--- config.mk ---
export PLATFORM = sky130hd
export DESIGN_NAME = cpu_decode
export DESIGN_NICKNAME = d
export VERILOG_FILES = /design/src/cpu_settings.svh /design/src/cpu_pkg.sv /design/src/cpu_decode.sv
export SDC_FILE = /design/constraint.sdc
export NUM_CORES = 1
export LEC_CHECK = 0
export BUFFER_PORTS_ARGS = -buffer_cell sky130_fd_sc_hd__buf_2
export CORE_MARGIN = 4
export CORE_UTILIZATION = 24
export DETAILED_ROUTE_END_ITERATION = 16
export PLACE_DENSITY_LB_ADDON = 0.1
export SYNTH_ARGS = -nofsm -noshare
export SYNTH_HDL_FRONTEND = slang
export SYNTH_SLANG_ARGS = --single-unit
--- constraint.sdc ---
create_clock -name vclk -period 1.2
set_input_delay 0.12 -clock vclk [all_inputs]
set_output_delay 0.12 -clock vclk [all_outputs]
set_load 0.02 [all_outputs]
--- src/cpu_settings.svh ---
`ifndef CPU_SETTINGS_SVH
`define CPU_SETTINGS_SVH

// Address of the first instruction fetched after reset.
`define CPU_RESET_PC 32'h0000_0004

// A JR to this address stops the core.
`define CPU_HALT_ADDR 32'h0000_0000

// Number of general purpose registers.
`define CPU_NUM_REGS 32

`endif

--- src/cpu_pkg.sv ---
package cpu_pkg;

    // Primary opcode field, bits 31 to 26.
    typedef enum logic [5:0] {
        OP_SPECIAL = 6'h00,
        OP_ADDIU   = 6'h09
    } opcode_e;

    // Function field of SPECIAL instructions, bits 5 to 0.
    typedef enum logic [5:0] {
        FN_SLL   = 6'h00,
        FN_JR    = 6'h08,
        FN_MFHI  = 6'h10,
        FN_MFLO  = 6'h12,
        FN_MULT  = 6'h18,
        FN_MULTU = 6'h19,
        FN_ADDU  = 6'h21,
        FN_SUBU  = 6'h23
    } funct_e;

    // Operation selected by decode for the execute stage.
    typedef enum logic [3:0] {
        ALU_ADD,
        ALU_SUB,
        ALU_SLL,
        ALU_MULT,
        ALU_MULTU,
        ALU_MFHI,
        ALU_MFLO,
        ALU_JUMP,
        ALU_NOP
    } alu_op_e;

    typedef struct packed {
        alu_op_e     op;
        logic [31:0] op_a;     // Value of rs.
        logic [31:0] op_b;     // Value of rt or the extended immediate.
        logic [4:0]  shamt;
        logic [4:0]  dest;
        logic        wr_en;
    } decoded_t;

    typedef struct packed {
        logic        wr_en;
        logic [4:0]  wr_addr;
        logic [31:0] wr_data;
        logic        jump_taken;
        logic [31:0] jump_target;
    } result_t;

endpackage

--- src/cpu_decode.sv ---
`timescale 1ns/1ps

module cpu_decode (
    input  logic [31:0]       instruction,
    input  logic [31:0]       rs_data,
    input  logic [31:0]       rt_data,
    output logic [4:0]        rs_addr,
    output logic [4:0]        rt_addr,
    output cpu_pkg::decoded_t decoded
);

    cpu_pkg::opcode_e opcode;
    cpu_pkg::funct_e  funct;
    logic [4:0]       rd;
    logic [4:0]       shamt;
    logic [31:0]      imm_ext;

    assign opcode  = cpu_pkg::opcode_e'(instruction[31:26]);
    assign funct   = cpu_pkg::funct_e'(instruction[5:0]);
    assign rs_addr = instruction[25:21];
    assign rt_addr = instruction[20:16];
    assign rd      = instruction[15:11];
    assign shamt   = instruction[10:6];
    assign imm_ext = {{16{instruction[15]}}, instruction[15:0]};   // Sign extended immediate.

    always_comb begin
        decoded.op    = cpu_pkg::ALU_NOP;     // Unknown codes fall through as a NOP.
        decoded.op_a  = rs_data;
        decoded.op_b  = rt_data;
        decoded.shamt = shamt;
        decoded.dest  = rd;
        decoded.wr_en = 1'b0;

        case (opcode)
            cpu_pkg::OP_ADDIU: begin
                decoded.op    = cpu_pkg::ALU_ADD;
                decoded.op_b  = imm_ext;
                decoded.dest  = rt_addr;      // I-type writes rt.
                decoded.wr_en = 1'b1;
            end
            cpu_pkg::OP_SPECIAL: begin
                case (funct)
                    cpu_pkg::FN_ADDU: begin
                        decoded.op    = cpu_pkg::ALU_ADD;
                        decoded.wr_en = 1'b1;
                    end
                    cpu_pkg::FN_SUBU: begin
                        decoded.op    = cpu_pkg::ALU_SUB;
                        decoded.wr_en = 1'b1;
                    end
                    cpu_pkg::FN_SLL: begin
                        decoded.op    = cpu_pkg::ALU_SLL;
                        decoded.wr_en = 1'b1;
                    end
                    cpu_pkg::FN_MFHI: begin
                        decoded.op    = cpu_pkg::ALU_MFHI;
                        decoded.wr_en = 1'b1;
                    end
                    cpu_pkg::FN_MFLO: begin
                        decoded.op    = cpu_pkg::ALU_MFLO;
                        decoded.wr_en = 1'b1;
                    end
                    cpu_pkg::FN_MULT:  decoded.op = cpu_pkg::ALU_MULT;
                    cpu_pkg::FN_MULTU: decoded.op = cpu_pkg::ALU_MULTU;
                    cpu_pkg::FN_JR:    decoded.op = cpu_pkg::ALU_JUMP;
                    default:           decoded.op = cpu_pkg::ALU_NOP;
                endcase
            end
            default: decoded.op = cpu_pkg::ALU_NOP;
        endcase
    end

endmodule

# ---- Word-level counts from Yosys, hierarchy flattened
# Cells that the tools add are included.
dict set report totals {
  output_inout_bits 89
  register_bits 0
  in_bits 96
  wordCells 17
}
dict set report op_classes {
  n_eq_ne 8
  muxes 6
  reduce_logical 3
}
# operator count
set op_table {}
lappend op_table {{$mux 32} 1}
lappend op_table {{$pmux 4 s8} 1}
lappend op_table {{$eq 6x5->1 const B} 4}
lappend op_table {{$eq 6x4->1 const B} 2}
lappend op_table {{$eq 6x6->1 const B} 2}
lappend op_table {{$logic_not 6->1} 2}
lappend op_table {{$pmux 4 s2} 1}
lappend op_table {{$mux 5} 1}
lappend op_table {{$reduce_or 5->1} 1}
lappend op_table {{$pmux 1 s2} 1}
lappend op_table {{$mux 1} 1}

# ---- Depth between registers and ports, before layout
dict set report logic_depth {
  word_depth 4
  ltp_mapped 6
  mapped_depth_nobuf 4
}

# ---- Worst setup path before layout
# OpenSTA, ideal clock, no wires.
dict set report synth_timing {
  path_type {input to output}
  startpoint {input port instruction[3]}
  endpoint {output port decoded[76] (netlist name)}
  path_buffers 1
  path_stages 5
  t_required_ns 1.080
  setup_slack_ns -0.542
  t_arrival_ns 1.622
  cell_sequence {buf_2 mux2_2 nor3b_2 o311ai_1 nor4_1}
}
# element line_no
set synth_rtl {}
lappend synth_rtl {{from (decl)} cpu_decode.sv:4} ;# input logic [31:0] instruction,
lappend synth_rtl {{to (decl)} cpu_decode.sv:9} ;# output cpu_pkg::decoded_t decoded

==> run metrics <==
CTS Hold Bufs=0; worst-margin pin slew=between 300 and 400 ps; critical path data arrival time=approximately 1400 ps; cells along the critical path=buf_6, or4_4, nor2_4, and2_4, buf_12, a21o_1, buf_6; commonest cells after routing, fill and taps aside=buf_2 (85), nand2_1 (42), buf_6 (30), nand2_2 (21), buf_4 (19); Die W=71.36 um; Critical path buffers and inverters=3; Hold Vio Cnt, Final=0; crit path max-delay cell type=or4_4; crit-path most repeated cell=buf_6; Mapped Area=a little under 1000 sq um; Post-Route Utilization=44.56%; Die Y=roughly 71 um; # DRC=0; routed via count=~1300; count of input and output buffers=roughly 110; largest net degree at the start of global routing=25; antenna violation net count after detailed routing=0; Critical Path Source Type=input pin; Pleak=roughly 0.97 nW; Final Worst Setup Slack=-330.7 ps; Post-Syn Area per Cell=a little under 6 sq um; Max Clk Rate=about 0.65 GHz; seq_cells=0; outcome=complete, but fails checks; Setup WS pre-CTS=-409.1 ps; CP Max Fanout=17; NumNets Final=341; First-pass DRT Iterations=3; Cells after DPL=290; worst hold slack=about 240 ps; endpoints failing setup=42; Placeable Area=3771 sq um; Rel. slew slack=between 70 and 80%; element type at the critical path end=output pin; grt ovf=0; Starting Density=25.55%; Die ar.=5092 sq um; first-pass GRT wire length=between 5000 and 6000 um; most common cell after layout, fill and taps aside=buf_2; Detailed Route Iter0 Violations=10; initial antenna violation count=0; Final Power=around 0.58 mW; Area Overhead vs Synth=74.42%; Crit path max-delay family=simple AND/OR/NAND/NOR gates; Detail Placement HPWL=between 2000 and 3000 um; Synth cell types=23; Syn. warnings=0; WS Path Type=in2out; unrepaired setup endpoints after global routing=true; peak supply drop=between 0.1 and 0.15 mV; non-filler cells, final=roughly 290; vias in the first global route=1307; min cycle time layout=roughly 1500 ps; min-delay worst type=in2out; share of cells above drive strength 1=69.55%; Syn Nets=~260; Max-Cap Viols=0; PD cells=344.2 nW/um^2; RePlAce Congestion=around 0.76; Core Rows=22; Clock Buffer Count=0; failing checks=negative setup slack; Via density=4.433; Ant. Diodes=0; GRT Total Usage=13.26%; Post-Syn Instances=167; Ports=roughly 190; Pins Over Slew Limit=0; wire per inst=12.88 um; register area=0 sq um; CP max stage delay=550 ps; fin crit share=127.6%; WL final=~3700 um; post-synthesis sequential area ratio=0%; Worst EP required=1080 ps
==> where the power goes <==
group | total, mW | switching, mW | internal, mW | leakage (nW)
clock | 0 | 0 | 0 | 0
combinational | 0.578 | 0.293 | 0.285 | 0.968
sequential | 0 | 0 | 0 | 0
==> Yosys cell counts (all sizes together) <==
cell type   n  area (sq um)
a21o       17         127.6
a21oi       3         15.01
and2        2         12.51
buf        53         395.4
clkbuf      6         22.52
mux2        1         11.26
nand2      63         236.5
nand2b      1         6.260
nand3       1         5.000
nand3b      1         7.510
nor2        3         13.77
nor2b       1         6.260
nor3        4         20.02
nor3b       1         12.51
nor4        3         18.77
nor4b       1         8.760
o21ai       3         15.01
o311ai      1         8.760
or4         1         11.26
xnor2       1         8.760
==> logic make-up (layout without fill, tap and decap cells) <==
family / Yosys count / in the layout / synth area share [%]
buffers and inverters: 59 / 135 / 43.38
AND/OR/NAND/NOR: 82 / 82 / 37.27
multiplexers: 1 / 1 / 1.169
XOR/XNOR: 1 / 1 / 0.9093
AO/OA/AOI/OAI: 24 / 24 / 17.27
==> metrics by stage <==
| step | setup TNS [ps] | instance area [sq um] |
|---|---|---|
| final | -11440 | 1680 |
| after global routing | -13840 | 1680 |
| after CTS | -11410 | 1665 |
| after detailed placement | -13800 | 1455 |
| after global placement | -13170 | 1455 |
| after floorplan | -4123 | 1094 |
==> path summary, 6_finish.rpt <==
path,startpoint,cells after the start,endpoint
min,instruction[24],0,rs_addr[3]
max,instruction[27],7,decoded[35]
==> routing by layer <==
layer | GRT usage [%] | vias to the layer above | share of wire, %
met2 | 24.49 | 80 | 49
met1 | 14.76 | 555 | 37
li1 | - | 641 | -
met5 | 0 | - | 0
met3 | 4.067 | 14 | 13
met4 | 2.923 | 0 | 1.7
==> layout make-up <==
cell class                      instances  area, sq um
Timing Repair Buffer                  135        925.9
Tap cell                               48        60.06
Multi-Input combinational cell        108        694.4
Fill cell                             422         2091
==> timing repair <==
action | CTS | global route
endpoints found under the setup margin | 42 | 42
resized for setup | 62 | 1
setup buffers | 2 | 1
pin swaps | 9 | 0
Power figures use the tool's default switching activity.
