==> src/cpu_settings.svh <==
`ifndef CPU_SETTINGS_SVH
`define CPU_SETTINGS_SVH

// Address of the first instruction fetched after reset.
`define CPU_RESET_PC 32'h0000_0004

// A JR to this address stops the core.
`define CPU_HALT_ADDR 32'h0000_0000

// Number of general purpose registers.
`define CPU_NUM_REGS 32

`endif

==> src/cpu_pkg.sv <==
package cpu_pkg;

    // Primary opcode field, bits 31 to 26.
    typedef enum logic [5:0] {
        OP_SPECIAL = 6'h00,
        OP_ADDIU   = 6'h09
    } opcode_e;

    // Function field of SPECIAL instructions, bits 5 to 0.
    typedef enum logic [5:0] {
        FN_SLL   = 6'h00,
        FN_JR    = 6'h08,
        FN_MFHI  = 6'h10,
        FN_MFLO  = 6'h12,
        FN_MULT  = 6'h18,
        FN_MULTU = 6'h19,
        FN_ADDU  = 6'h21,
        FN_SUBU  = 6'h23
    } funct_e;

    // Operation selected by decode for the execute stage.
    typedef enum logic [3:0] {
        ALU_ADD,
        ALU_SUB,
        ALU_SLL,
        ALU_MULT,
        ALU_MULTU,
        ALU_MFHI,
        ALU_MFLO,
        ALU_JUMP,
        ALU_NOP
    } alu_op_e;

    typedef struct packed {
        alu_op_e     op;
        logic [31:0] op_a;     // Value of rs.
        logic [31:0] op_b;     // Value of rt or the extended immediate.
        logic [4:0]  shamt;
        logic [4:0]  dest;
        logic        wr_en;
    } decoded_t;

    typedef struct packed {
        logic        wr_en;
        logic [4:0]  wr_addr;
        logic [31:0] wr_data;
        logic        jump_taken;
        logic [31:0] jump_target;
    } result_t;

endpackage

==> src/cpu_fetch.sv <==
`timescale 1ns/1ps
`include "cpu_settings.svh"

module cpu_fetch (
    input  logic             clk,
    input  logic             rst_n,
    input  logic             waitrequest,
    input  logic [31:0]      readdata,
    input  cpu_pkg::result_t jump,
    output logic [31:0]      address,
    output logic             read,
    output logic [31:0]      instruction,
    output logic             execute_en,
    output logic             active
);

    typedef enum logic {
        ST_FETCH,
        ST_EXECUTE
    } state_e;

    state_e      state;
    logic [31:0] pc;
    logic        halted;
    logic        done;

    // A read completes on the edge where waitrequest is low.
    assign done = active && (state == ST_FETCH) && !waitrequest;

    always_ff @(posedge clk or negedge rst_n) begin
        if (!rst_n) begin
            state  <= ST_FETCH;
            pc     <= `CPU_RESET_PC;
            active <= 1'b0;
            halted <= 1'b0;
        end else if (!active) begin
            if (!halted) begin
                active <= 1'b1;                      // Start running on the first edge.
            end
        end else begin
            case (state)
                ST_FETCH: begin
                    if (!waitrequest) begin
                        state <= ST_EXECUTE;
                    end
                end
                ST_EXECUTE: begin
                    state <= ST_FETCH;
                    if (jump.jump_taken) begin
                        pc <= jump.jump_target;
                        if (jump.jump_target == `CPU_HALT_ADDR) begin
                            active <= 1'b0;          // Stop fetching for good.
                            halted <= 1'b1;
                        end
                    end else begin
                        pc <= pc + 32'd4;
                    end
                end
                default: state <= ST_FETCH;
            endcase
        end
    end

    // Instruction word latched from the bus.
    always_ff @(posedge clk) begin
        if (done) begin
            instruction <= readdata;
        end
    end

    assign address    = pc;
    assign read       = active && (state == ST_FETCH);   // Held until waitrequest drops.
    assign execute_en = (state == ST_EXECUTE);

endmodule

==> config.mk <==
export PLATFORM = sky130hd
export DESIGN_NAME = cpu_fetch
export DESIGN_NICKNAME = d
export VERILOG_FILES = /design/src/cpu_pkg.sv /design/src/cpu_fetch.sv
export VERILOG_INCLUDE_DIRS = /design/src /design/src/src
export SDC_FILE = /design/constraint.sdc
export NUM_CORES = 1
export LEC_CHECK = 0
export BUFFER_PORTS_ARGS = -buffer_cell sky130_fd_sc_hd__buf_2
export CAP_MARGIN = 25
export CELL_PAD_IN_SITES_DETAIL_PLACEMENT = 1
export CELL_PAD_IN_SITES_GLOBAL_PLACEMENT = 2
export CORE_ASPECT_RATIO = 1.2
export CORE_UTILIZATION = 24
export CTS_BUF_LIST = sky130_fd_sc_hd__clkbuf_2 sky130_fd_sc_hd__clkbuf_4 sky130_fd_sc_hd__clkbuf_8
export CTS_CLUSTER_SIZE = 40
export DETAILED_ROUTE_END_ITERATION = 6
export PLACE_DENSITY_LB_ADDON = 0.1
export SETUP_SLACK_MARGIN = 0.1
export SLEW_MARGIN = 0
export SYNTH_ARGS = -nofsm -noshare
export SYNTH_HDL_FRONTEND = slang
export SYNTH_SLANG_ARGS = --single-unit
==> constraint.sdc <==
create_clock -name clk -period 3 [get_ports clk]
set_input_delay 0.6 -clock clk [delete_from_list [all_inputs] [get_ports clk]]
set_output_delay 0.6 -clock clk [all_outputs]
set_load 0.005 [all_outputs]
## Yosys cells after proc, flatten, opt, wreduce, memory -nomap -nowiden

Cells that the tools add are included.

- Logic and storage cells: 21
- Flip-flop bits (word level): 67

- Muxes and demuxes: 8
- Add/sub/neg operators: 1
- Reduce and logical (&&, ||, !) cells: 6
- Bitwise operators: 1

Operator list:

| cell | number |
|---|---|
| 32-bit by 3-bit adder with 32-bit output (second input constant) | 1 |
| 32-bit logical NOT | 1 |
| 32-bit 2-to-1 mux | 1 |
| 1-bit 2-to-1 mux | 6 |
| 4-bit AND reduction | 1 |
| 1-bit logical AND | 2 |
| 1-bit case mux with 2 select lines | 1 |
| 2-bit AND reduction | 1 |
| 1-bit logical NOT | 1 |
| 1-bit inverter | 1 |

## Depth between registers and ports, before layout

- Depth after elaboration: 5
- Depth in mapped cells: 6
- Gate-level depth less buffers: 6

## Least setup slack after synthesis

No wires, ideal clock.

- Path kind: input port to flip-flop
- Start: input port waitrequest
- End: register instruction[0], enable pin
- Setup slack: -0.320 ns
- Buffers on the path: 0
- Data required time: 2.537 ns
- Arrival: 2.856 ns
- Stages on the path: 1
- Path through: nor3_1

- Longest elaborated chain between the ends: 2

RTL lines:

| item | RTL line | text |
|---|---|---|
| start, declared | cpu_fetch.sv:7 | `input logic waitrequest,` |
| 1-bit logical NOT | n/a |  |
| 1-bit logical AND | cpu_fetch.sv:28 | `assign done = active && (state == ST_FETCH) && !waitrequest;` |
| end signal, assigned | cpu_fetch.sv:67 | `instruction <= readdata;` |
| end, declared | cpu_fetch.sv:12 | `output logic [31:0] instruction,` |

No other way between the ends.
A chain may end at the register's enable or synchronous reset.

## Worst setup path after layout

- Start: register pc[2], in the netlist address[2]
- End: register pc[28], in the netlist address[28]

- Longest elaborated chain between the ends: 2

RTL lines:

| item | RTL line | text |
|---|---|---|
| start, declared | cpu_fetch.sv:23 | `logic [31:0] pc;` |
| start signal, assigned | cpu_fetch.sv:33 | `` pc <= `CPU_RESET_PC; `` |
| start signal, assigned | cpu_fetch.sv:50 | `pc <= jump.jump_target;` |
| start signal, assigned | cpu_fetch.sv:56 | `pc <= pc + 32'd4;` |
| 32-bit by 3-bit adder with 32-bit output | cpu_fetch.sv:56 |  |
| 32-bit 2-to-1 mux | cpu_fetch.sv:49 | `if (jump.jump_taken) begin` |

No other way between the ends.

==> flow_summary.json <==
{
  "status": "finished, final reports clean",
  "required_ns": 3.29,
  "drc_errors": 0,
  "port_buffers": 134,
  "criticalPathCategory": "reg -> reg",
  "crit_fanout": 9,
  "max_freq_mhz": 427,
  "finalWirelength_um": 11200,
  "period_needed_ns": 2.34,
  "synth_area_leaders": "edfxtp_1 30%, dfrtp_1 26%, o21ai_0 3.5%, nor2_1 3.4%, nand2_1 3.2%",
  "insertedDiodeCount": 0,
  "first_pass_iters": 4,
  "yosysWarnings": 0,
  "grt_pass1_wl_um": 17400,
  "cts_buffer_depth": 2,
  "antenna_found_initial": 0,
  "synth_edf_count": 32,
  "ys_top_cells_by_count": "34 x dfrtp_1, 32 x edfxtp_1, 29 x nor2_1",
  "tns_ns": 0,
  "htreeDepth": 3,
  "maxCapViolCount": 0,
  "pre_cts_slack_ns": 0.677,
  "io_pins": 173,
  "synthCells": 310,
  "synth.ff_latch_count": 67,
  "insertion_delay_ns": 0.36,
  "synthArstFlopShare": 0.522,
  "groute.usage.overall": 0.166,
  "gr-total-overflow": 0,
  "min_path_type": "in -> async",
  "initial_utilization": 0.245,
  "fin_nets": 556,
  "synth_top_area_share": 0.296,
  "num_rows": 46,
  "viasPerCell": 4.89,
  "setup_ws_ns": 0.659,
  "drive_gt1_frac": 0.383,
  "synth_most_common_cell": "dfrtp_1",
  "area_growth_pct": 32.7,
  "dieArea_sq_mm": 0.0140,
  "min_period_over_period": 0.780,
  "relSlewSlack": 0.400,
  "clk_pin_slew_ns": 0.09,
  "fillers": 1585,
  "ant_nets": 0,
  "grt_pass1_vias": 3110,
  "power_density_mw_per_mm2": 542,
  "cp-end-kind": "register",
  "clockRootBuffer": "clkbuf_8",
  "syn_nets": 417,
  "core_sq_mm": 0.0132,
  "hold_viol": 0,
  "worst_pin_slew_ns": 0.900,
  "yosysSeqAreaShare": 0.566,
  "wl_per_cell_um": 18.0,
  "total_leakage_power_nw": 1.86,
  "yosys.area.top_type": "edfxtp_1",
  "globalplace.congestion": 0.724,
  "die_h_um": 129,
  "syn-cell-area_sq_mm": 0.00325,
  "ir_drop_mv": 0.171,
  "skew_ns": 0.0133,
  "grt_max_degree": 44,
  "num_vias": 3040,
  "postCtsSetupBuffers": 0,
  "drtIter0Drc": 84,
  "start_kind": "register",
  "cts_made_buffers": 9,
  "drv_slew": 0,
  "cts_tree": "yes",
  "post-dp-hpwl_um": 8160,
  "ys_types": 57,
  "worstPathArrival_ns": 2.63,
  "ys.flop_type": "dfrtp_1",
  "postCtsHoldBufs": 0,
  "avgSynthCellArea_sq_um": 10.5,
  "clock_sinks": 67,
  "cts_resized": 0,
  "finalSetupViolCount": 0,
  "grt_setup_unrepaired": "no",
  "die_w_um": 108
}
[state kept, by name, indices dropped and copies added, names as in the netlist]
signal and flops:
execute_en 1, active 1, instruction 32, address 32
halted 1
[logic make-up (layout without fill, tap and decap cells)]
group / after synthesis / in the layout / share of synthesized area
compound gates: 74 / 74 / 0.143
flops: 67 / 67 / 0.566
buf+inv: 24 / 168 / 0.0331
simple gates: 138 / 138 / 0.235
mux: 6 / 6 / 0.0193
fa+ha+maj: 1 / 1 / 0.00385
[path summary, 6_finish.rpt]
path                                         from                       end  slack (ns)  depth (start not counted)
max                        address[2]$_DFFE_PN1P_   address[28]$_DFFE_PN0P_        0.66                          6
min                                         rst_n    address[9]$_DFFE_PN0P_        0.36                          1
max reg2reg                address[2]$_DFFE_PN1P_   address[28]$_DFFE_PN0P_        0.66                          6
min reg2reg                    halted$_DFFE_PN0P_          active$_DFF_PN0_        0.45                          1
max in group asynchronous                   rst_n   address[21]$_DFFE_PN0P_        2.07                          1
min in group clk                      readdata[8]  instruction[8]$_DFFE_PP_        0.41                          1
[cell usage in the layout, fill, tap and decap left out, types with 2 or more instances in the layout]
cell | Yosys | routed
inv_1 | 8 | 8
nor3_4 | 1 | 2
a31oi_1 | 3 | 3
buf_4 | 0 | 9
mux2i_1 | 4 | 4
nor2_1 | 29 | 29
nand4_1 | 11 | 11
clkbuf_8 | 1 | 9
clkinv_4 | 0 | 2
o21ai_0 | 23 | 23
buf_2 | 0 | 134
dfrtp_1 | 34 | 34
a22oi_1 | 5 | 5
nor4_1 | 14 | 14
mux2_2 | 2 | 2
a21oi_1 | 20 | 20
a211oi_1 | 2 | 2
nor3_1 | 7 | 6
edfxtp_1 | 32 | 32
o21a_1 | 2 | 2
or3_1 | 3 | 3
or4_1 | 2 | 2
nand2_1 | 28 | 28
o22a_1 | 4 | 4
nand3_1 | 20 | 20
and3_1 | 6 | 6
nor2b_1 | 2 | 2
clkinvlp_4 | 0 | 3
o22ai_1 | 2 | 2
a32oi_1 | 3 | 3
[power by group]
part	total [mW]	switching (mW)	internal [mW]
combinational	0.417	0.224	0.193
sequential	1.21	0.140	1.07
clock	0.710	0.406	0.304
total	2.34	0.770	1.57
[per-stage QoR]
stage / instance area [sq um] / hold slack, ns / utilization / power [mW] / cells
3_5_place_dp: 4140 / 0.439 / 0.312 / 1.66 / 606
2_1_floorplan: 3250 / 0.304 / - / 1.41 / 310
6_report: 4310 / 0.364 / 0.326 / 2.34 / 622
3_3_place_gp: 4140 / 0.428 / 0.312 / 1.65 / 606
5_1_grt: 4310 / 0.391 / 0.326 / 2.48 / 622
4_1_cts: 4310 / 0.388 / 0.326 / 2.39 / 622
[critical path, cell delays in order (launching register included)]
cell	delay (ns)
dfstp_2	0.61
ha_1	0.28
nand4_2	0.17
nor3_4	0.45
nand3_1	0.22
or4_1	0.43
nand3_1	0.09
[layout make-up]
class                   instances  area, sq um  share of cell area
repair buffers                143          738               0.171
inverters                       9         33.8             0.00783
clock buffers                   9          124              0.0287
flip-flops and latches         67         1840               0.426
clock inverters                 7         53.8              0.0125
multi-input cells             219         1320               0.305
well taps                     168          210              0.0487
[metal layers]
layer  wire length, um  part of all wire  up-vias  GRT usage
met5                 0                 0        -          0
met4               150             0.013        0     0.0604
met3               529             0.047        9     0.0307
met2              5650              0.51       91      0.293
met1              4860              0.43     1484      0.199
li1                  -                 -     1456          -
(Power assumes the default switching activity.)
